==> src/common/dino_cfg.svh <==
`ifndef DINO_CFG_SVH
`define DINO_CFG_SVH

// Screen geometry
`define X_SCREEN 320

// Player column and resting row
`define PLAYER_X 52
`define PLAYER_Y_INIT 109

// Rows climbed before the player turns back down
`define JUMP_HEIGHT 60

// Obstacle respawns one sprite width inside the right edge
`define OBSTACLE_X_START (`X_SCREEN - 32)
`define OBSTACLE_Y 114

// Hitbox shared by player and obstacle
`define HB_W 20
`define HB_H 30

// Game ticks a duck lasts
`define DUCK_TICKS 40

// Clocks per game tick
`define TICK_DIV 8

// Clocks per UART oversample tick, 16 of them per bit
`define OS_DIV 2
`define BIT_CLKS (16 * `OS_DIV)

`endif

==> src/common/dino_game_pkg.sv <==
`default_nettype none

package dino_game_pkg;

	// 320 columns need 9 bits
	typedef logic [8:0] x_coord_t;

	// 240 rows fit in 8 bits
	typedef logic [7:0] y_coord_t;

	typedef logic [15:0] score_t;

	typedef enum logic [1:0] {
		JS_RUNNING,
		JS_ASCENDING,
		JS_DESCENDING
	} jump_state_t;

	typedef enum logic {
		GS_PLAYING,
		GS_GAME_OVER
	} game_state_t;

endpackage

`default_nettype wire

==> src/common/uart_cmd_pkg.sv <==
`default_nettype none

package uart_cmd_pkg;

	typedef logic [7:0] byte_t;

	typedef enum logic [1:0] {
		RX_IDLE,
		RX_START,
		RX_DATA,
		RX_STOP
	} rx_state_t;

	// ASCII command letters
	typedef enum logic [7:0] {
		CMD_JUMP    = 8'h4A,
		CMD_DUCK    = 8'h44,
		CMD_RESTART = 8'h49
	} cmd_t;

endpackage

`default_nettype wire

==> src/dino_game_top.sv <==
`timescale 1ns/1ps
`default_nettype none

module dino_game_top (
	input  wire                      Clock,
	input  wire                      rst_n,
	input  wire                      rx,
	output dino_game_pkg::y_coord_t  player_y,
	output logic                     ducking,
	output dino_game_pkg::x_coord_t  obstacle_x,
	output dino_game_pkg::score_t    score,
	output dino_game_pkg::score_t    high_score,
	output logic                     game_over
);
	import uart_cmd_pkg::*;

	logic  rx_valid;
	byte_t rx_data;
	logic  jump_cmd;
	logic  duck_cmd;
	logic  restart_cmd;
	logic  game_tick;
	logic  respawn;
	logic  restart;

	uart_rx i_uart_rx (
		.Clock(Clock), .rst_n(rst_n), .rx(rx),
		.rx_valid(rx_valid), .rx_data(rx_data));

	uart_cmd_decoder i_uart_cmd_decoder (
		.Clock(Clock), .rst_n(rst_n), .rx_valid(rx_valid), .rx_data(rx_data),
		.jump_cmd(jump_cmd), .duck_cmd(duck_cmd), .restart_cmd(restart_cmd));

	player_motion i_player_motion (
		.Clock(Clock), .rst_n(rst_n), .game_tick(game_tick), .restart(restart),
		.jump_cmd(jump_cmd), .duck_cmd(duck_cmd),
		.player_y(player_y), .ducking(ducking));

	obstacle_motion i_obstacle_motion (
		.Clock(Clock), .rst_n(rst_n), .game_tick(game_tick), .respawn(respawn),
		.restart(restart), .obstacle_x(obstacle_x));

	game_ctrl i_game_ctrl (
		.Clock(Clock), .rst_n(rst_n), .restart_cmd(restart_cmd),
		.player_y(player_y), .obstacle_x(obstacle_x),
		.game_tick(game_tick), .respawn(respawn), .restart(restart),
		.score(score), .high_score(high_score), .game_over(game_over));

endmodule

`default_nettype wire

==> src/game_ctrl.sv <==
`timescale 1ns/1ps
`default_nettype none

`include "dino_cfg.svh"

module game_ctrl (
	input  wire                          Clock,
	input  wire                          rst_n,
	input  wire                          restart_cmd,
	input  wire dino_game_pkg::y_coord_t player_y,
	input  wire dino_game_pkg::x_coord_t obstacle_x,
	output logic                         game_tick,
	output logic                         respawn,
	output logic                         restart,
	output dino_game_pkg::score_t        score,
	output dino_game_pkg::score_t        high_score,
	output logic                         game_over
);
	import dino_game_pkg::*;

	localparam int TICK_W = $clog2(`TICK_DIV);
	localparam x_coord_t PLAYER_COL = x_coord_t'(`PLAYER_X);

	logic [TICK_W-1:0] tick_cnt;
	game_state_t       game_state;
	x_coord_t          prev_x;
	logic [9:0]        ox_ext;
	logic [8:0]        py_ext;
	logic              hit;
	logic              pass;

	always_ff @(posedge Clock) begin
		if (!rst_n || game_tick)
			tick_cnt <= '0;
		else
			tick_cnt <= tick_cnt + 1'b1;
	end

	// No tick during game over, so everything freezes
	assign game_tick = (game_state == GS_PLAYING) && (tick_cnt == TICK_W'(`TICK_DIV - 1));

	assign ox_ext = {1'b0, obstacle_x};
	assign py_ext = {1'b0, player_y};

	assign hit = (game_state == GS_PLAYING)
		&& (10'(`PLAYER_X + `HB_W) >= ox_ext)
		&& (10'(`PLAYER_X) <= ox_ext + 10'(`HB_W))
		&& (py_ext + 9'(`HB_H) >= 9'(`OBSTACLE_Y))
		&& (py_ext <= 9'(`OBSTACLE_Y + `HB_H));

	assign pass = (game_state == GS_PLAYING) && !hit
		&& (prev_x > PLAYER_COL) && (obstacle_x <= PLAYER_COL);

	assign respawn = pass;
	assign restart = restart_cmd && (game_state == GS_GAME_OVER);
	assign game_over = (game_state == GS_GAME_OVER);

	always_ff @(posedge Clock) begin
		if (!rst_n) begin
			game_state <= GS_PLAYING;
			prev_x     <= x_coord_t'(`OBSTACLE_X_START);
			score      <= '0;
			high_score <= '0;
		end else begin
			prev_x <= obstacle_x;
			if (restart) begin
				game_state <= GS_PLAYING;
				score      <= '0;
			end else if (hit) begin
				game_state <= GS_GAME_OVER;
				if (score > high_score)
					high_score <= score;
			end else if (pass) begin
				score <= score + 1'b1;
			end
		end
	end

	a_score_frozen: assert property (@(posedge Clock) disable iff (!rst_n)
		(game_state == GS_GAME_OVER && !restart) |=> $stable(score));

endmodule

`default_nettype wire

==> src/obstacle_motion.sv <==
`timescale 1ns/1ps
`default_nettype none

`include "dino_cfg.svh"

module obstacle_motion (
	input  wire                      Clock,
	input  wire                      rst_n,
	input  wire                      game_tick,
	input  wire                      respawn,
	input  wire                      restart,
	output dino_game_pkg::x_coord_t  obstacle_x
);
	import dino_game_pkg::*;

	localparam x_coord_t X_START = x_coord_t'(`OBSTACLE_X_START);

	x_coord_t x_step;

	// Wrap once the left edge is reached
	always_comb begin
		if (obstacle_x <= 9'd1)
			x_step = X_START;
		else
			x_step = obstacle_x - 1'b1;
	end

	always_ff @(posedge Clock) begin
		if (!rst_n)
			obstacle_x <= X_START;
		else if (respawn || restart)
			obstacle_x <= X_START;
		else if (game_tick)
			obstacle_x <= x_step;
	end

endmodule

`default_nettype wire

==> src/player_motion.sv <==
`timescale 1ns/1ps
`default_nettype none

`include "dino_cfg.svh"

module player_motion (
	input  wire                      Clock,
	input  wire                      rst_n,
	input  wire                      game_tick,
	input  wire                      restart,
	input  wire                      jump_cmd,
	input  wire                      duck_cmd,
	output dino_game_pkg::y_coord_t  player_y,
	output logic                     ducking
);
	import dino_game_pkg::*;

	localparam y_coord_t Y_REST = y_coord_t'(`PLAYER_Y_INIT);
	localparam y_coord_t Y_TOP  = y_coord_t'(`PLAYER_Y_INIT - `JUMP_HEIGHT);
	localparam int DUCK_W = $clog2(`DUCK_TICKS + 1);

	jump_state_t       jump_state;
	logic [DUCK_W-1:0] duck_timer;

	always_ff @(posedge Clock) begin
		if (!rst_n || restart) begin
			jump_state <= JS_RUNNING;
			player_y   <= Y_REST;
		end else begin
			case (jump_state)
				JS_RUNNING: if (jump_cmd && !ducking)
					jump_state <= JS_ASCENDING;
				JS_ASCENDING: if (game_tick) begin
					player_y <= player_y - 1'b1;
					if (player_y == Y_TOP + 8'd1)
						jump_state <= JS_DESCENDING;
				end
				JS_DESCENDING: if (game_tick) begin
					player_y <= player_y + 1'b1;
					if (player_y == Y_REST - 8'd1)
						jump_state <= JS_RUNNING;
				end
				default: jump_state <= JS_RUNNING;
			endcase
		end
	end

	// Ducking only from the ground, a new duck restarts the timer
	always_ff @(posedge Clock) begin
		if (!rst_n || restart)
			duck_timer <= '0;
		else if (duck_cmd && jump_state == JS_RUNNING)
			duck_timer <= DUCK_W'(`DUCK_TICKS);
		else if (game_tick && duck_timer != '0)
			duck_timer <= duck_timer - 1'b1;
	end

	assign ducking = (duck_timer != '0);

	a_y_range: assert property (@(posedge Clock) disable iff (!rst_n)
		player_y <= Y_REST && player_y >= Y_TOP);

endmodule

`default_nettype wire

==> src/uart/uart_cmd_decoder.sv <==
`timescale 1ns/1ps
`default_nettype none

module uart_cmd_decoder (
	input  wire                 Clock,
	input  wire                 rst_n,
	input  wire                 rx_valid,
	input  wire uart_cmd_pkg::byte_t rx_data,
	output logic                jump_cmd,
	output logic                duck_cmd,
	output logic                restart_cmd
);
	import uart_cmd_pkg::*;

	always_ff @(posedge Clock) begin
		if (!rst_n) begin
			jump_cmd    <= 1'b0;
			duck_cmd    <= 1'b0;
			restart_cmd <= 1'b0;
		end else begin
			jump_cmd    <= 1'b0;
			duck_cmd    <= 1'b0;
			restart_cmd <= 1'b0;
			if (rx_valid) begin
				case (rx_data)
					CMD_JUMP:    jump_cmd    <= 1'b1;
					CMD_DUCK:    duck_cmd    <= 1'b1;
					CMD_RESTART: restart_cmd <= 1'b1;
					// Anything else is line noise
					default: ;
				endcase
			end
		end
	end

	a_one_cmd: assert property (@(posedge Clock) disable iff (!rst_n)
		$onehot0({jump_cmd, duck_cmd, restart_cmd}));

endmodule

`default_nettype wire

==> src/uart/uart_rx.sv <==
`timescale 1ns/1ps
`default_nettype none

`include "dino_cfg.svh"

module uart_rx (
	input  wire                 Clock,
	input  wire                 rst_n,
	input  wire                 rx,
	output logic                rx_valid,
	output uart_cmd_pkg::byte_t rx_data
);
	import uart_cmd_pkg::*;

	localparam int OS_W = $clog2(`OS_DIV);

	logic            rx_meta;
	logic            rx_sync;
	logic [OS_W-1:0] os_cnt;
	logic            os_tick;
	rx_state_t       state;
	logic [3:0]      sample_cnt;
	logic [2:0]      bit_cnt;
	byte_t           shift;

	// Line idles high
	always_ff @(posedge Clock) begin
		if (!rst_n) begin
			rx_meta <= 1'b1;
			rx_sync <= 1'b1;
		end else begin
			rx_meta <= rx;
			rx_sync <= rx_meta;
		end
	end

	always_ff @(posedge Clock) begin
		if (!rst_n)
			os_cnt <= '0;
		else if (os_tick)
			os_cnt <= '0;
		else
			os_cnt <= os_cnt + 1'b1;
	end

	assign os_tick = (os_cnt == OS_W'(`OS_DIV - 1));

	always_ff @(posedge Clock) begin
		if (!rst_n) begin
			state      <= RX_IDLE;
			sample_cnt <= '0;
			bit_cnt    <= '0;
			rx_valid   <= 1'b0;
		end else begin
			rx_valid <= 1'b0;
			if (os_tick) begin
				case (state)
					RX_IDLE: if (!rx_sync) begin
						state      <= RX_START;
						sample_cnt <= 4'd7;
					end
					RX_START: if (sample_cnt != 4'd0) begin
						sample_cnt <= sample_cnt - 1'b1;
					end else if (!rx_sync) begin
						state      <= RX_DATA;
						sample_cnt <= 4'd15;
						bit_cnt    <= 3'd0;
					end else begin
						// Glitch, not a real start bit
						state <= RX_IDLE;
					end
					RX_DATA: if (sample_cnt != 4'd0) begin
						sample_cnt <= sample_cnt - 1'b1;
					end else begin
						sample_cnt <= 4'd15;
						bit_cnt    <= bit_cnt + 1'b1;
						if (bit_cnt == 3'd7)
							state <= RX_STOP;
					end
					RX_STOP: if (sample_cnt != 4'd0) begin
						sample_cnt <= sample_cnt - 1'b1;
					end else begin
						// Framing error drops the byte
						rx_valid <= rx_sync;
						state    <= RX_IDLE;
					end
					default: state <= RX_IDLE;
				endcase
			end
		end
	end

	// LSB arrives first
	always_ff @(posedge Clock) begin
		if (os_tick && state == RX_DATA && sample_cnt == 4'd0)
			shift <= {rx_sync, shift[7:1]};
		if (os_tick && state == RX_STOP && sample_cnt == 4'd0)
			rx_data <= shift;
	end

	a_valid_single: assert property (@(posedge Clock) disable iff (!rst_n)
		rx_valid |=> !rx_valid);

endmodule

`default_nettype wire
==> config.mk <==
export PLATFORM = sky130hd
export DESIGN_NAME = dino_game_top
export DESIGN_NICKNAME = d
export VERILOG_FILES = /design/src/common/dino_game_pkg.sv /design/src/common/uart_cmd_pkg.sv /design/src/dino_game_top.sv /design/src/game_ctrl.sv /design/src/obstacle_motion.sv /design/src/player_motion.sv /design/src/uart/uart_cmd_decoder.sv /design/src/uart/uart_rx.sv
export VERILOG_INCLUDE_DIRS = /design/src /design/src/common
export SDC_FILE = /design/constraint.sdc
export NUM_CORES = 1
export LEC_CHECK = 0
export BUFFER_PORTS_ARGS = -buffer_cell sky130_fd_sc_hd__buf_2
export CAP_MARGIN = 20
export CELL_PAD_IN_SITES_DETAIL_PLACEMENT = 1
export CELL_PAD_IN_SITES_GLOBAL_PLACEMENT = 1
export CORE_MARGIN = 2
export CORE_UTILIZATION = 46
export CTS_CLUSTER_DIAMETER = 40
export DETAILED_ROUTE_END_ITERATION = 6
export GPL_TIMING_DRIVEN = 0
export HOLD_SLACK_MARGIN = 0.08
export PLACE_DENSITY_LB_ADDON = 0.1
export SLEW_MARGIN = 0
export SYNTH_ARGS = -nofsm -noshare
export SYNTH_HDL_FRONTEND = slang
export SYNTH_HIERARCHICAL = 1
export SYNTH_SLANG_ARGS = --single-unit
==> constraint.sdc <==
create_clock -name Clock -period 4.3 [get_ports Clock]
set_input_delay 0.43 -clock Clock [delete_from_list [all_inputs] [get_ports Clock]]
set_output_delay 0.43 -clock Clock [all_outputs]
set_load 0.01 [all_outputs]
==> flow_metrics.env <==
export IMPL_status="completed"
export IMPL_crit_cells=11
export IMPL_fillerInstances=1378
export IMPL_critPathCapture="i_obstacle_motion/obstacle_x[5]"
export IMPL_initial_core_util_pct=46.8
export IMPL_synthFlopType="dfxtp_1"
export IMPL_leakagePower_nw=2.37
export IMPL_vias=4406
export IMPL_synth_top_cells_by_area="dfxtp_1 32%, edfxtp_1 9.1%, ha_1 8.7%"
export IMPL_fin_area_um2=6050
export IMPL_num_rows=39
export IMPL_ir_drop_mv=0.216
export IMPL_grt_antenna_before_repair=0
export IMPL_clock_sinks=102
export IMPL_final_setup_viol_count=0
export IMPL_crit_path_end_kind="flop"
export IMPL_fp_dieH_um=111
export IMPL_grt_max_degree=17
export IMPL_cts_setup_buffers=0
export IMPL_layout_drive_gt1_share_pct=15.7
export IMPL_r2r_worst_path_cells=11
export IMPL_antenna_cells=0
export IMPL_finalClockSkew_ps=3.82
export IMPL_slowest_delay_ps=530
export IMPL_wl_per_cell_um=16.8
export IMPL_cts_buffers=9
export IMPL_hold_buffers=0
export IMPL_r2r_start="i_player_motion/player_y[2]"
export IMPL_h_tree_depth=3
export IMPL_async_reset_ff_share_pct=0
export IMPL_cp_top_family="simple AND/OR/NAND/NOR gates"
export IMPL_critPathSlowestCell="or4_1"
export IMPL_synth_top_area_share_pct=32.5
export IMPL_power_density_nw_per_um2=310
export IMPL_nets=673
export IMPL_hold_viol=0
export IMPL_drc=0
export IMPL_firstDrtPassIters=4
export IMPL_final_antenna_net_count=0
export IMPL_detail_route_iter0_violations=173
export IMPL_rsz0062_at_grt="no"
export IMPL_timing_final_crit_share_pct=86.2
export IMPL_areaGrowthSynthToFinish_pct=14.1
export IMPL_cts_tree="yes"
export IMPL_synth_edf_count=16
export IMPL_clk_pin_slew_ps=70
export IMPL_coreArea_um2=11300
export IMPL_ff2ff_setup_slack_ps=590
export IMPL_crit_path_start="i_player_motion/player_y[2]"
export IMPL_final_cell_mix="86 x dfxtp_1, 64 x nand2_1, 58 x buf_2"
export IMPL_cts_buffer_depth=2
export IMPL_syn_nets=609
export IMPL_setup_tns_final_ps=0
export IMPL_synth_seq_area_share_pct=41.5
export IMPL_cp_required_ps=4530
export IMPL_vias_per_cell=5.64
export IMPL_fmax_ghz=0.270
export IMPL_ys_types=74
export IMPL_dieWidth_um=111
export IMPL_cp_max_fo=10
export IMPL_worstReg2RegEnd="i_obstacle_motion/obstacle_x[5]"
export IMPL_grt_usage_pct=21.9
export IMPL_min_period_ps=3710
export IMPL_cts_resized_gates=0
export IMPL_avgSynthCellArea_um2=9.32
export IMPL_hold_path_class="in2reg"
export IMPL_routed_wl_um=13100
export IMPL_cts_root_buf="clkbuf_16"
export IMPL_hpwl_um=9470
export IMPL_clock_latency_ps=350
export IMPL_drv_slew=0
export IMPL_critical_path_class="reg2reg"
export IMPL_grt_pass1_vias=4545
export IMPL_relSlewSlack_pct=54.0
export IMPL_worstPathArrival_ps=3930
export IMPL_cp_start_kind="flop"
export IMPL_grt_first_pass_wirelength_um=22200
export IMPL_overflow=0
export IMPL_syn_inst=569
export IMPL_final_common_cell="dfxtp_1"
export IMPL_max_cap_violations=0
export IMPL_io_pins=54
export IMPL_cp_num_buf_inv=4
export IMPL_yosysTopAreaCell="dfxtp_1"
export IMPL_worst_path_most_repeated_cell="inv_1"
export IMPL_io_buffers=53
export IMPL_p_total_mw=1.87
export IMPL_syn_area_um2=5300
export IMPL_place_gp_congestion=0.824
export IMPL_ys_warnings_count=6
export IMPL_tightest_slew_ps=689
export IMPL_synth_seq_cells=102
export IMPL_die_area_um2=12400
export IMPL_crit_chain="inv_1 > ha_1 > or3b_1 > a2111o_1 > a21oi_1 > a21o_1 > buf_2 > inv_1 > or3b_2 > clkbuf_1 > or4_1"
export IMPL_postPlaceCellArea_um2=5750
==> cells in the mapped netlist (3+ instances only) <==
cell type and instances:
dfxtp_1 86, nand2_1 64, inv_1 41, a21oi_1 39, ha_1 37, nor2_1 26
mux2i_1 19, edfxtp_1 16, o31ai_1 16, or4_1 15, nand3_1 13, o21ai_0 13
nor3_1 12, nand2b_1 11, clkbuf_1 10, and2_1 9, xnor2_1 9, and3_1 8
xor2_1 8, nand4_1 7, or3_1 7, a21o_1 6, o21ai_1 6, a211oi_1 5
buf_2 5, nand3b_1 4, o211ai_1 4, o22ai_1 4, or3b_1 4, buf_6 3
nand4bb_1 3, nor2b_1 3, nor4_2 3, o21bai_1 3, or2_2 3
==> logic make-up (layout without fill, tap and decap cells) <==
kind of cell | count (synthesis) | in the layout | synth area share [%]
flops | 102 | 102 | 41.5
xor+xnor | 17 | 17 | 2.81
buf+inv | 59 | 128 | 4.72
simple gates | 214 | 214 | 22.7
compound gates | 121 | 121 | 15.9
fa+ha+maj | 37 | 37 | 8.73
mux | 19 | 19 | 3.59
==> registers in the layout, indices dropped and copies added, names as in the netlist, 6 cells and up, named ones only <==
register	count
i_game_ctrl/high_score	16
i_game_ctrl/prev_x	9
i_game_ctrl/score	16
i_obstacle_motion/obstacle_x	9
i_player_motion/duck_timer	6
i_player_motion/player_y	8
i_uart_rx/rx_data	8
i_uart_rx/shift	8
==> through the flow <==
stage	hold slack (ps)	worst slack, ps	instances	utilization (%)
after floorplan	386	1040	569	-
after global placement	387	632	765	50.8
after detailed placement	394	601	765	50.8
after CTS	252	575	781	53.4
after global routing	275	299	781	53.4
final	259	593	781	53.4
==> worst register-to-register path, delay by kind of cell (launching register included) <==
kind	cells	cell delay, ps
and+or+nand+nor	3	1360
adders and majority gates	1	240
AOI/OAI and AO/OA	3	900
buffers and inverters	4	680
DFF	1	420
==> power by group <==
group          total, mW  internal, mW  switching [mW]
clock network      0.840         0.481           0.359
registers          0.978         0.971         0.00693
logic             0.0536        0.0184          0.0351
total               1.87          1.47           0.401
==> cell type report <==
class / instances / area, µm² / share of cell area (%)
clock inverters: 5 / 47.5 / 0.786
plain buffers: 18 / 96.3 / 1.59
well taps: 143 / 179 / 2.96
inverters: 41 / 154 / 2.55
flip-flops and latches: 102 / 2200 / 36.4
multi-input cells: 408 / 2850 / 47.1
repair buffers: 53 / 265 / 4.39
clock buffers: 11 / 254 / 4.20
==> per-layer routing <==
| metal | part of all wire [%] | vias to the layer above | track usage [%] |
|---|---|---|---|
| met4 | 1.4 | 0 | 7.41 |
| met3 | 2.5 | 14 | 4.41 |
| met5 | 0 | - | 0 |
| li1 | - | 2180 | - |
| met2 | 49 | 58 | 38.4 |
| met1 | 47 | 2154 | 27.0 |
==> how the worst min path moves through the flow <==
stage	from	slack, ps	cells after the start	to
floorplan	i_uart_rx/rx_meta	390	1	i_uart_rx/rx_sync
global placement	i_uart_rx/rx_meta	390	1	i_uart_rx/rx_sync
detailed placement	i_uart_rx/rx_meta	390	1	i_uart_rx/rx_sync
CTS	rx	250	2	i_uart_rx/rx_meta
global route	rx	280	2	i_uart_rx/rx_meta
finish	rx	260	2	i_uart_rx/rx_meta
(Power assumes the default switching activity.)
